[src/design/sync_pkg.sv]
`default_nettype none

package sync_pkg;

  // Width of one correlation-metric sample
  parameter int METRIC_WIDTH = 16;

  typedef logic [METRIC_WIDTH-1:0] metric_t;

  // One bit is shifted in for every rise of the running maximum
  typedef logic [7:0] hist_t;

  typedef logic [7:0] credit_t;

  // Encodings follow the detector this block was derived from
  typedef enum logic [1:0] {
    PK_INIT = 2'b00,
    PK_WAIT = 2'b01,
    PK_TRIG = 2'b10,
    PK_IDLE = 2'b11
  } pk_state_e;

endpackage

`default_nettype wire

[src/design/metric_gate.sv]
`default_nettype none

module metric_gate #(
  parameter int AVG_WINDOW_LOG2 = 3
) (
  input  logic              clk,
  input  logic              i_arst_n,
  input  logic              i_stall,
  input  logic              i_valid,
  input  sync_pkg::metric_t i_metric,
  input  logic              i_last,
  output logic              o_valid,
  output sync_pkg::metric_t o_metric,
  output logic              o_last,
  output logic              o_gate
);

  localparam int WIN   = 1 << AVG_WINDOW_LOG2;
  localparam int SUM_W = sync_pkg::METRIC_WIDTH + AVG_WINDOW_LOG2;

  // Entry 0 is the newest metric of the current frame
  sync_pkg::metric_t win_q [WIN];
  logic [SUM_W-1:0]  sum_q;
  logic [SUM_W-1:0]  sum_next;
  logic [SUM_W-1:0]  thresh;
  logic              advance;
  logic              hit;

  assign advance = i_valid & ~i_stall;

  // Twice the window average, compared against history before this sample
  assign thresh = sum_q >> (AVG_WINDOW_LOG2 - 1);
  assign hit    = (SUM_W'(i_metric) >= thresh);

  assign sum_next = sum_q + SUM_W'(i_metric) - SUM_W'(win_q[WIN-1]);

  always_ff @(posedge clk or negedge i_arst_n) begin
    if (!i_arst_n) begin
      for (int i = 0; i < WIN; i++) begin
        win_q[i] <= '0;
      end
      sum_q <= '0;
    end else if (advance) begin
      if (i_last) begin
        // A new frame starts with an empty history
        for (int i = 0; i < WIN; i++) begin
          win_q[i] <= '0;
        end
        sum_q <= '0;
      end else begin
        win_q[0] <= i_metric;
        for (int i = 1; i < WIN; i++) begin
          win_q[i] <= win_q[i-1];
        end
        sum_q <= sum_next;
      end
    end
  end

  always_ff @(posedge clk or negedge i_arst_n) begin
    if (!i_arst_n) begin
      o_valid <= 1'b0;
    end else if (!i_stall) begin
      o_valid <= i_valid;
    end
  end

  always_ff @(posedge clk) begin
    if (advance) begin
      o_metric <= i_metric;
      o_last   <= i_last;
      o_gate   <= hit;
    end
  end

endmodule

`default_nettype wire

[src/design/out_credit_ctrl.sv]
`default_nettype none

module out_credit_ctrl #(
  parameter int OUT_CREDITS = 4
) (
  input  logic clk,
  input  logic i_arst_n,
  input  logic i_valid,
  input  logic i_credit,
  output logic o_valid,
  output logic o_stall
);

  sync_pkg::credit_t credit_cnt;
  logic              has_credit;

  assign has_credit = (credit_cnt != '0);

  // A pending sample either leaves now or freezes the whole pipeline
  assign o_valid = i_valid & has_credit;
  assign o_stall = i_valid & ~has_credit;

  always_ff @(posedge clk or negedge i_arst_n) begin
    if (!i_arst_n) begin
      credit_cnt <= sync_pkg::credit_t'(OUT_CREDITS);
    end else if (o_valid && !i_credit) begin
      credit_cnt <= credit_cnt - 1'b1;
    end else if (i_credit && !o_valid) begin
      credit_cnt <= credit_cnt + 1'b1;
    end
  end

endmodule

`default_nettype wire

[src/design/peak_detect.sv]
`default_nettype none

module peak_detect #(
  parameter int NRX_TRIG = 16
) (
  input  logic              clk,
  input  logic              i_arst_n,
  input  logic              i_stall,
  input  logic              i_valid,
  input  sync_pkg::metric_t i_metric,
  input  logic              i_last,
  input  logic              i_gate,
  output logic              o_valid,
  output sync_pkg::metric_t o_metric,
  output logic              o_last,
  output logic              o_gate,
  output logic              o_peak
);

  localparam int CNT_W = $clog2(NRX_TRIG + 1);

  sync_pkg::pk_state_e state_q;
  sync_pkg::pk_state_e state_d;
  sync_pkg::metric_t   max_q;
  sync_pkg::metric_t   max_d;
  sync_pkg::hist_t     hist_q;
  sync_pkg::hist_t     hist_d;
  logic [CNT_W-1:0]    hold_q;
  logic [CNT_W-1:0]    hold_d;
  logic                flag_q;
  logic                flag_d;
  logic                advance;

  assign advance = i_valid & ~i_stall;

  always_comb begin
    state_d = state_q;
    max_d   = max_q;
    hist_d  = hist_q;
    hold_d  = hold_q;
    flag_d  = flag_q;
    if (!i_gate) begin
      // Leaving the gated region restarts the search
      state_d = sync_pkg::PK_INIT;
      flag_d  = 1'b0;
    end else begin
      case (state_q)
        sync_pkg::PK_INIT: begin
          max_d   = i_metric;
          hist_d  = '0;
          hold_d  = '0;
          flag_d  = 1'b0;
          state_d = sync_pkg::PK_TRIG;
        end
        sync_pkg::PK_TRIG: begin
          if (hold_q >= CNT_W'(NRX_TRIG)) begin
            // Maximum has held long enough; flag only after eight rises
            hold_d  = '0;
            state_d = sync_pkg::PK_WAIT;
            flag_d  = &hist_q;
          end else if (i_metric == max_q) begin
            hold_d = '0;
          end else if (i_metric > max_q) begin
            max_d  = i_metric;
            hist_d = {hist_q[$bits(hist_q)-2:0], 1'b1};
            hold_d = '0;
          end else begin
            hold_d = hold_q + 1'b1;
          end
        end
        sync_pkg::PK_WAIT: begin
          state_d = sync_pkg::PK_IDLE;
        end
        sync_pkg::PK_IDLE: begin
          state_d = sync_pkg::PK_INIT;
        end
        default: begin
          state_d = sync_pkg::PK_INIT;
        end
      endcase
    end
  end

  always_ff @(posedge clk or negedge i_arst_n) begin
    if (!i_arst_n) begin
      state_q <= sync_pkg::PK_INIT;
      max_q   <= '0;
      hist_q  <= '0;
      hold_q  <= '0;
      flag_q  <= 1'b0;
    end else if (advance) begin
      if (i_last) begin
        // Frame end wipes the detector after this sample is scored
        state_q <= sync_pkg::PK_INIT;
        max_q   <= '0;
        hist_q  <= '0;
        hold_q  <= '0;
        flag_q  <= 1'b0;
      end else begin
        state_q <= state_d;
        max_q   <= max_d;
        hist_q  <= hist_d;
        hold_q  <= hold_d;
        flag_q  <= flag_d;
      end
    end
  end

  always_ff @(posedge clk or negedge i_arst_n) begin
    if (!i_arst_n) begin
      o_valid <= 1'b0;
    end else if (!i_stall) begin
      o_valid <= i_valid;
    end
  end

  always_ff @(posedge clk) begin
    if (advance) begin
      o_metric <= i_metric;
      o_last   <= i_last;
      o_gate   <= i_gate;
      o_peak   <= flag_d;
    end
  end

endmodule

`default_nettype wire

[src/design/sync_detect_top.sv]
`default_nettype none

module sync_detect_top #(
  parameter int FIFO_DEPTH      = 8,
  parameter int AVG_WINDOW_LOG2 = 3,
  parameter int NRX_TRIG        = 16,
  parameter int OUT_CREDITS     = 4
) (
  input  logic              clk,
  input  logic              i_arst_n,
  input  logic              i_valid,
  input  sync_pkg::metric_t i_metric,
  input  logic              i_last,
  output logic              o_credit_return,
  output logic              o_valid,
  output sync_pkg::metric_t o_metric,
  output logic              o_last,
  output logic              o_gate,
  output logic              o_peak,
  input  logic              i_credit
);

  logic              fifo_valid;
  sync_pkg::metric_t fifo_metric;
  logic              fifo_last;

  logic              gate_valid;
  sync_pkg::metric_t gate_metric;
  logic              gate_last;
  logic              gate_hit;

  logic              pk_valid;
  sync_pkg::metric_t pk_metric;
  logic              pk_last;
  logic              pk_gate;
  logic              pk_peak;

  logic              stall;

  sync_in_fifo #(
    .FIFO_DEPTH (FIFO_DEPTH)
  ) u_in_fifo (
    .clk             (clk),
    .i_arst_n        (i_arst_n),
    .i_valid         (i_valid),
    .i_metric        (i_metric),
    .i_last          (i_last),
    .i_stall         (stall),
    .o_valid         (fifo_valid),
    .o_metric        (fifo_metric),
    .o_last          (fifo_last),
    .o_credit_return (o_credit_return)
  );

  metric_gate #(
    .AVG_WINDOW_LOG2 (AVG_WINDOW_LOG2)
  ) u_gate (
    .clk      (clk),
    .i_arst_n (i_arst_n),
    .i_stall  (stall),
    .i_valid  (fifo_valid),
    .i_metric (fifo_metric),
    .i_last   (fifo_last),
    .o_valid  (gate_valid),
    .o_metric (gate_metric),
    .o_last   (gate_last),
    .o_gate   (gate_hit)
  );

  peak_detect #(
    .NRX_TRIG (NRX_TRIG)
  ) u_peak (
    .clk      (clk),
    .i_arst_n (i_arst_n),
    .i_stall  (stall),
    .i_valid  (gate_valid),
    .i_metric (gate_metric),
    .i_last   (gate_last),
    .i_gate   (gate_hit),
    .o_valid  (pk_valid),
    .o_metric (pk_metric),
    .o_last   (pk_last),
    .o_gate   (pk_gate),
    .o_peak   (pk_peak)
  );

  // Payload comes straight from the detector stage and is qualified by o_valid
  assign o_metric = pk_metric;
  assign o_last   = pk_last;
  assign o_gate   = pk_gate;
  assign o_peak   = pk_peak;

  out_credit_ctrl #(
    .OUT_CREDITS (OUT_CREDITS)
  ) u_out_credit (
    .clk      (clk),
    .i_arst_n (i_arst_n),
    .i_valid  (pk_valid),
    .i_credit (i_credit),
    .o_valid  (o_valid),
    .o_stall  (stall)
  );

endmodule

`default_nettype wire

[src/design/sync_in_fifo.sv]
`default_nettype none

module sync_in_fifo #(
  parameter int FIFO_DEPTH = 8
) (
  input  logic              clk,
  input  logic              i_arst_n,
  input  logic              i_valid,
  input  sync_pkg::metric_t i_metric,
  input  logic              i_last,
  input  logic              i_stall,
  output logic              o_valid,
  output sync_pkg::metric_t o_metric,
  output logic              o_last,
  output logic              o_credit_return
);

  localparam int PTR_W = $clog2(FIFO_DEPTH);
  localparam int CNT_W = $clog2(FIFO_DEPTH + 1);

  sync_pkg::metric_t mem_metric [FIFO_DEPTH];
  logic              mem_last   [FIFO_DEPTH];

  logic [PTR_W-1:0] wr_ptr;
  logic [PTR_W-1:0] rd_ptr;
  logic [CNT_W-1:0] count;
  logic             full;
  logic             empty;
  logic             pop;
  logic             head_free;
  logic             take_mem;
  logic             bypass;
  logic             wr_en;

  assign full  = (count == CNT_W'(FIFO_DEPTH));
  assign empty = (count == '0);

  // The read stage is consumed on every cycle the pipeline is not stalled
  assign pop       = o_valid & ~i_stall;
  assign head_free = ~o_valid | pop;

  // An empty buffer lets a new sample go straight into the read stage
  assign take_mem = head_free & ~empty;
  assign bypass   = head_free & empty & i_valid;
  assign wr_en    = i_valid & ~bypass & ~full;

  always_ff @(posedge clk or negedge i_arst_n) begin
    if (!i_arst_n) begin
      wr_ptr          <= '0;
      rd_ptr          <= '0;
      count           <= '0;
      o_valid         <= 1'b0;
      o_credit_return <= 1'b0;
    end else begin
      o_credit_return <= pop;
      if (wr_en) begin
        wr_ptr <= wr_ptr + 1'b1;
      end
      if (take_mem) begin
        rd_ptr <= rd_ptr + 1'b1;
      end
      count <= count + CNT_W'(wr_en) - CNT_W'(take_mem);
      if (head_free) begin
        o_valid <= take_mem | bypass;
      end
    end
  end

  always_ff @(posedge clk) begin
    if (wr_en) begin
      mem_metric[wr_ptr] <= i_metric;
      mem_last[wr_ptr]   <= i_last;
    end
    if (take_mem) begin
      o_metric <= mem_metric[rd_ptr];
      o_last   <= mem_last[rd_ptr];
    end else if (bypass) begin
      o_metric <= i_metric;
      o_last   <= i_last;
    end
  end

endmodule

`default_nettype wire

[config.mk]
export PLATFORM = sky130hd
export DESIGN_NAME = sync_detect_top
export DESIGN_NICKNAME = d
export VERILOG_FILES = /design/src/design/sync_pkg.sv /design/src/design/metric_gate.sv /design/src/design/out_credit_ctrl.sv /design/src/design/peak_detect.sv /design/src/design/sync_detect_top.sv /design/src/design/sync_in_fifo.sv
export SDC_FILE = /design/constraint.sdc
export NUM_CORES = 1
export LEC_CHECK = 0
export BUFFER_PORTS_ARGS = -buffer_cell sky130_fd_sc_hd__buf_2
export CORE_MARGIN = 1.5
export CORE_UTILIZATION = 30
export CTS_BUF_LIST = sky130_fd_sc_hd__clkbuf_4 sky130_fd_sc_hd__clkbuf_8
export CTS_CLUSTER_SIZE = 16
export DETAILED_ROUTE_END_ITERATION = 8
export PLACE_DENSITY = 0.41
export SYNTH_ARGS = -nofsm -noshare
export SYNTH_HDL_FRONTEND = slang
export SYNTH_SLANG_ARGS = --single-unit
[constraint.sdc]
create_clock -name clk -period 4.5 [get_ports clk]
set_clock_uncertainty 0.15 [all_clocks]
set_input_delay 0.9 -clock clk [delete_from_list [all_inputs] [get_ports clk]]
set_output_delay 0.9 -clock clk [all_outputs]
set_load 0.01 [all_outputs]
### Word-level counts from Yosys, hierarchy flattened

Memory sizes are Yosys's and may differ from the RTL's.
Cells that the tools add are included.
Widths: inputs -> output; s select.

| operators by class | value |
|---|---|
| $mul | 0 |
| shift-type cells | 0 |
| mux-type cells | 36 |
| divide/modulo/power cells | 0 |
| magnitude comparators | 3 |
| bitwise gates (word level) | 17 |
| reductions and logical operators | 15 |
| add/sub/neg operators | 9 |
| eq/ne operators | 9 |

Operators with widths:

| operator | count |
|---|---|
| $mux 128 | 1 |
| $mux 16 | 7 |
| $mux 8 | 7 |
| $pmux 16 s2 | 1 |
| $mux 5 | 5 |
| $add 19x16->19 | 1 |
| $mux 19 | 1 |
| $sub 19x16->19 | 1 |
| $ge 16x17->1 | 1 |
| $eq 16x16->1 | 1 |
| $gt 16x16->1 | 1 |
| $pmux 8 s2 | 1 |
| $pmux 5 s2 | 1 |
| $and 1x1->1 | 9 |
| $add 8x1->8 const B | 1 |
| $pmux 2 s4 | 1 |
| $reduce_and 8->1 | 1 |
| $reduce_bool 8->1 | 1 |
| $sub 8x1->8 const B | 1 |
| $mux 1 | 7 |
| $add 3x1->3 const B | 2 |
| $mux 2 | 3 |
| $ne 3x3->1 const B | 2 |
| $not 1->1 | 6 |
| other kinds (20) | 26 |

| storage, ports and cells | value |
|---|---|
| output and inout bits | 21 |
| memory bits (writable) | 136 |
| register bits after elaboration | 255 |
| latch bits | 0 |
| memories | 2 |
| input port bits | 21 |
| bits in read-only memories | 0 |

Memories:

| memory | depth | bits a word | read ports | clocked after memory_dff | wr ports | line | text |
|---|---|---|---|---|---|---|---|
| u_in_fifo.mem_metric | 8 | 16 | 1 | 0 | 1 | sync_in_fifo.sv:21 | `sync_pkg::metric_t mem_metric [FIFO_DEPTH];` |
| u_in_fifo.mem_last | 8 | 1 | 1 | 0 | 1 | sync_in_fifo.sv:22 | `logic mem_last [FIFO_DEPTH];` |

### Logic depth before layout (Yosys ltp)

| depth | value |
|---|---|
| depth in word-level cells | 13 |
| gate-level depth with buffers | 12 |

### Modules after synthesis

Synthesis repeated with hierarchy kept, for this count alone.

| unflattened totals | value |
|---|---|
| cells, all modules | 1553 |
| area, all modules | 18285.0 µm² |

Modules (own cells, without submodules):

| module | area each (µm²) | cells each | instances | sequential area each (µm²) |
|---|---|---|---|---|
| metric_gate | 8266.7 | 866 | 1 | 4244.1 |
| sync_in_fifo | 6626.4 | 377 | 1 | 4894.7 |
| peak_detect | 2586.2 | 218 | 1 | 1396.3 |
| out_credit_ctrl | 805.8 | 92 | 1 | 201.4 |

### Worst setup path before layout

No wires, ideal clock.

| path | value |
|---|---|
| kind | flip-flop to flip-flop |
| from | reg u_out_credit.credit_cnt[0] |
| to | mem u_in_fifo.mem_last[2], enable pin |
| stages on the path, launching flop included | 6 |
| path buffers | 0 |
| setup time | 441 ps |
| data required time | 3909 ps |
| path slack | 722 ps |
| arrival | 3187 ps |
| period minus slack after synthesis | 3778 ps |
| path through | dfrtp_1 > nor4_4 > nand4_1 > a21oi_1 > o31ai_2 > nor4b_1 |

| on the way | value |
|---|---|
| longest elaborated chain between the ends | 13 |

Ends and longest elaborated chain:

| item | line | text |
|---|---|---|
| start, declared | out_credit_ctrl.sv:14 | `sync_pkg::credit_t credit_cnt;` |
| start signal, assigned | out_credit_ctrl.sv:25 | `credit_cnt <= sync_pkg::credit_t'(OUT_CREDITS);` |
| start signal, assigned | out_credit_ctrl.sv:27 | `credit_cnt <= credit_cnt - 1'b1;` |
| start signal, assigned | out_credit_ctrl.sv:29 | `credit_cnt <= credit_cnt + 1'b1;` |
| $reduce_bool 8->1 | out_credit_ctrl.sv:17 | `assign has_credit = (credit_cnt != '0);` |
| $not 1->1 | out_credit_ctrl.sv:21 | `assign o_stall = i_valid & ~has_credit;` |
| $and 1x1->1 | out_credit_ctrl.sv:21 |  |
| $not 1->1 | sync_in_fifo.sv:39 | `assign pop = o_valid & ~i_stall;` |
| $and 1x1->1 | sync_in_fifo.sv:39 |  |
| $or 1x1->1 | sync_in_fifo.sv:40 | `assign head_free = ~o_valid \| pop;` |
| $and 1x1->1 (2 in series) | sync_in_fifo.sv:44 | `assign bypass = head_free & empty & i_valid;` |
| $not 1->1 | sync_in_fifo.sv:45 | `assign wr_en = i_valid & ~bypass & ~full;` |
| $and 1x1->1 (2 in series) | sync_in_fifo.sv:45 |  |
| $mux 1 | sync_in_fifo.sv:70 | `if (wr_en) begin` |
| $mux 1 (implied by the code) | sync_in_fifo.sv:72 | `mem_last[wr_ptr] <= i_last;` |
| end, declared | sync_in_fifo.sv:22 |  |

Every way passes these cells.

### Worst setup path in the final report

| path | value |
|---|---|
| from | reg u_in_fifo.o_metric[3] |
| to | reg u_gate.sum_q[15] |

| on the way | value |
|---|---|
| longest elaborated chain between the ends | 3 |

Ends and longest elaborated chain:

| item | line | text |
|---|---|---|
| start, declared | sync_in_fifo.sv:13 | `output sync_pkg::metric_t o_metric,` |
| start signal, assigned | sync_in_fifo.sv:75 | `o_metric <= mem_metric[rd_ptr];` |
| start signal, assigned | sync_in_fifo.sv:78 | `o_metric <= i_metric;` |
| $add 19x16->19 | metric_gate.sv:35 | `assign sum_next = sum_q + SUM_W'(i_metric) - SUM_W'(win_q[WIN-1]);` |
| $sub 19x16->19 | metric_gate.sv:35 |  |
| $mux 19 | metric_gate.sv:44 | `if (i_last) begin` |
| end signal, assigned | metric_gate.sv:55 | `sum_q <= sum_next;` |
| end, declared | metric_gate.sv:23 | `logic [SUM_W-1:0] sum_q;` |

Every way passes these cells.
A chain may end at the register's enable or synchronous reset.

==> flow_metrics.py <==
metrics = {
    "synth": {
        "yosys.area_share.adder": 0.0696,
        "synth_most_common_cell": "dfrtp_1",
        "syn_avg_cell_area_sq_um": 12.2,
        "synth_area_leader_cell": "edfxtp_1",
        "synthMuxAreaShare": 0.0624,
        "yosysSeqAreaShare": 0.598,
        "synth_edf_count": 190,
        "synth_common_cells": "200 x dfrtp_1, 190 x edfxtp_1, 173 x nand2_1",
        "synth_flop_cell": "dfrtp_1",
        "yosysWarnings": 0,
        "synth_top_family_by_area": "simple AND/OR/NAND/NOR gates",
        "ys_ff_latch": 391,
        "synth_area_leaders": "edfxtp_1 32%, dfrtp_1 28%, ha_1 5.0%",
        "synth-simple-area-share": 0.122,
        "yosysTopAreaCellShare": 0.318,
        "synth_nets": 1577,
        "synthArstFlopShare": 0.514,
        "synthXorXnorAreaFrac": 0.00927,
        "synth_compound_area_frac": 0.0967,
        "synth_cells": 1467,
        "syn-cell-area_sq_mm": 0.0179,
        "synth.distinct_cells": 70,
    },
    "timing": {
        "max_freq_ghz": 0.311,
        "setup_violations": 0,
        "rsz0062_at_grt": "false",
        "post-route-period-util": 0.714,
        "hold_violations": 0,
        "setup_tns_ps": 0,
        "post-route-min-period_ps": 3210,
        "worst_pin_slew_ps": 1060,
        "slew_violations": 0,
        "max_slew_margin": 0.296,
    },
    "grt": {
        "antenna_found_initial": 3,
        "grt_start_max_net_pins": 170,
        "grt-ovfl-total": 0,
        "track_usage": 0.137,
        "grt_first_pass_wirelength_microns": 64600,
        "grt_pass1_vias": 11225,
    },
    "placed_design": {
        "dp_hpwl_microns": 25100,
        "io_buffers": 41,
        "gp_congestion": 0.789,
        "dp.cells": 2230,
    },
    "critical_path": {
        "worstPathArrival_ps": 3520,
        "critical_path_class": "reg -> reg",
        "crit_required_ps": 4810,
        "crit_chain": "inv_1 > fa_1 > inv_1 > ha_1 > o21ai_0 > o21ai_0 > nand3b_1 > o211ai_1 > xnor2_1 > o22ai_1",
        "endpoint_kind": "flop",
        "path_buf_inv": 2,
        "critPathLaunchType": "flop",
        "cp_max_fo": 4,
        "slowest_delay_ps": 550,
        "critical-path-top-delay-family": "compound AO/OA/AOI/OAI gates",
        "cpMaxStageDelayCell": "fa_1",
    },
    "route": {
        "via_count": 10840,
        "route.detailed.drc": 0,
        "met3_length_microns": 1410,
        "first_pass_iters": 4,
        "route.top_layer_used": "met5",
        "drtIter0Drc": 710,
        "met1_length_microns": 19500,
        "viasPerCell": 4.59,
        "wl_met2_microns": 19100,
        "drt-total-wl_microns": 40900,
        "routedWlPerCell_microns": 17.3,
        "antenna_left": 0,
    },
    "clock_network": {
        "numCtsBuffers": 73,
        "cts_resized": 0,
        "htree_levels": 3,
        "insertion_delay_ps": 630,
        "cts_buffer_depth": 3,
        "cts.sinks": 391,
        "cts-root-buf": "clkbuf_8",
        "post_cts_hold_buffer_count": 0,
        "cts_post_setup_buffers_inserted": 0,
        "cts_tree": "yes",
        "path_clk_slew_ps": 60,
    },
    "pwr": {
        "p_leak_nw": 8.23,
        "peakVddDrop_mv": 0.256,
        "p_per_area_mw_per_mm2": 733,
    },
    "final_layout": {
        "area_growth_pct": 14.5,
        "postLayoutCoreUtil": 0.348,
        "drive_gt1_frac": 0.157,
        "stdcell_count": 2364,
        "num-fill-cells": 5927,
        "layout.nets": 1642,
    },
    "die": {
        "dieArea_sq_mm": 0.0613,
        "core-area_sq_mm": 0.0590,
        "initial_core_util": 0.304,
        "die_h_microns": 248,
        "num_io_pins": 42,
        "rows": 89,
        "die_x_microns": 248,
    },
    "status": {
        "outcome": "finished, final reports clean",
    },
    "min_path": {
        "hp-class": "in -> async",
    },
    "flow_run": {
        "drv_cap": 0,
    },
}
-- logic make-up after synthesis --
family | count (synthesis)
and+or+nand+nor | 425
DFF | 391
AOI/OAI and AO/OA | 290
buffers and inverters | 184
adders and majority gates | 89
muxes | 69
xor gates and xnor gates | 19
-- cells in the final DEF (no fill, tap or decap), types with 6 or more instances in the layout --
master,instances
nor3_1,9
o21a_1,6
ha_1,71
clkinv_2,8
o2bb2ai_1,8
fa_1,18
clkinv_1,7
mux2i_1,32
o22ai_1,8
clkbuf_4,28
a21o_1,8
xor2_1,8
buf_2,40
mux4_2,34
nand2_1,173
edfxtp_1,190
dfrtp_1,199
inv_1,111
buf_4,17
nand2b_1,133
o31ai_1,18
o21ai_0,148
xnor2_1,11
nor2_1,40
nand3_1,13
nor2b_1,9
nand4_1,11
nor3b_1,6
a21oi_1,53
clkbuf_8,83
-- worst paths after layout --
kind,start,end,slack (ps),depth (start not counted)
worst max-delay path,u_in_fifo.o_metric[3]$_DFFE_PP_,u_gate.sum_q[15]$_DFFE_PN0P_,1290,10
worst min-delay path,i_arst_n,u_gate.win_q[74]$_DFFE_PN0P_,170,1
worst max register to register,u_in_fifo.o_metric[3]$_DFFE_PP_,u_gate.sum_q[15]$_DFFE_PN0P_,1290,10
worst min register to register,u_gate.o_metric[0]$_DFFE_PP_,u_peak.o_metric[0]$_DFFE_PP_,330,0
max in group asynchronous,i_arst_n,u_gate.win_q[39]$_DFFE_PN0P_,3070,2
min in group clk,u_gate.o_metric[0]$_DFFE_PP_,u_peak.o_metric[0]$_DFFE_PP_,330,0
-- state kept, by name (all words and copies together) (netlist names), 2 cells and up --
register	count
u_in_fifo.o_metric	16
u_peak.o_metric	16
u_in_fifo.rd_ptr	3
u_peak.max_q	16
u_in_fifo.mem_metric	128
u_in_fifo.count	4
u_peak.hold_q	5
u_peak.hist_q	8
u_out_credit.credit_cnt	8
u_gate.sum_q	19
u_in_fifo.wr_ptr	3
u_gate.win_q	128
u_gate.o_metric	16
u_peak.state_q	2
u_in_fifo.mem_last	8
-- through the flow --
step           cell area [sq um]  power (mW)  hold WS, ps  setup WS, ps
2_1_floorplan              17900        9.87          276           722
3_3_place_gp               19000        11.7          312          1280
3_5_place_dp               19000        11.7          321          1260
4_1_cts                    20500        15.4          239          1240
5_1_grt                    20500        16.3          237          1050
6_report                   20500        15.1          175          1290
-- power breakdown --
group          internal, mW  switching, mW  total [mW]  leakage, nW
sequential             4.81          0.652        5.46         4.48
clock                  1.98           1.52        3.50        0.797
combinational          2.55           3.54        6.09         2.95
total                  9.35           5.71        15.1         8.23
-- area by class of cell --
type                            count  area, sq um  share of cell area
Clock buffer                      111         1350              0.0658
Clock inverter                     21          140             0.00682
Timing Repair Buffer               61          403              0.0196
Inverter                          113          424              0.0206
Tap cell                          773          967              0.0471
Antenna cell                        2         5.00            0.000244
Sequential cell                   391        10700               0.523
Multi-Input combinational cell    892         6520               0.317
-- routing by layer --
metal / GRT usage / vias to the layer above
li1: - / 5311
met1: 0.182 / 5323
met2: 0.220 / 130
met3: 0.0330 / 74
met4: 0.0442 / 2
met5: 0 / -
No activity file was read; power rests on OpenSTA's default activity.
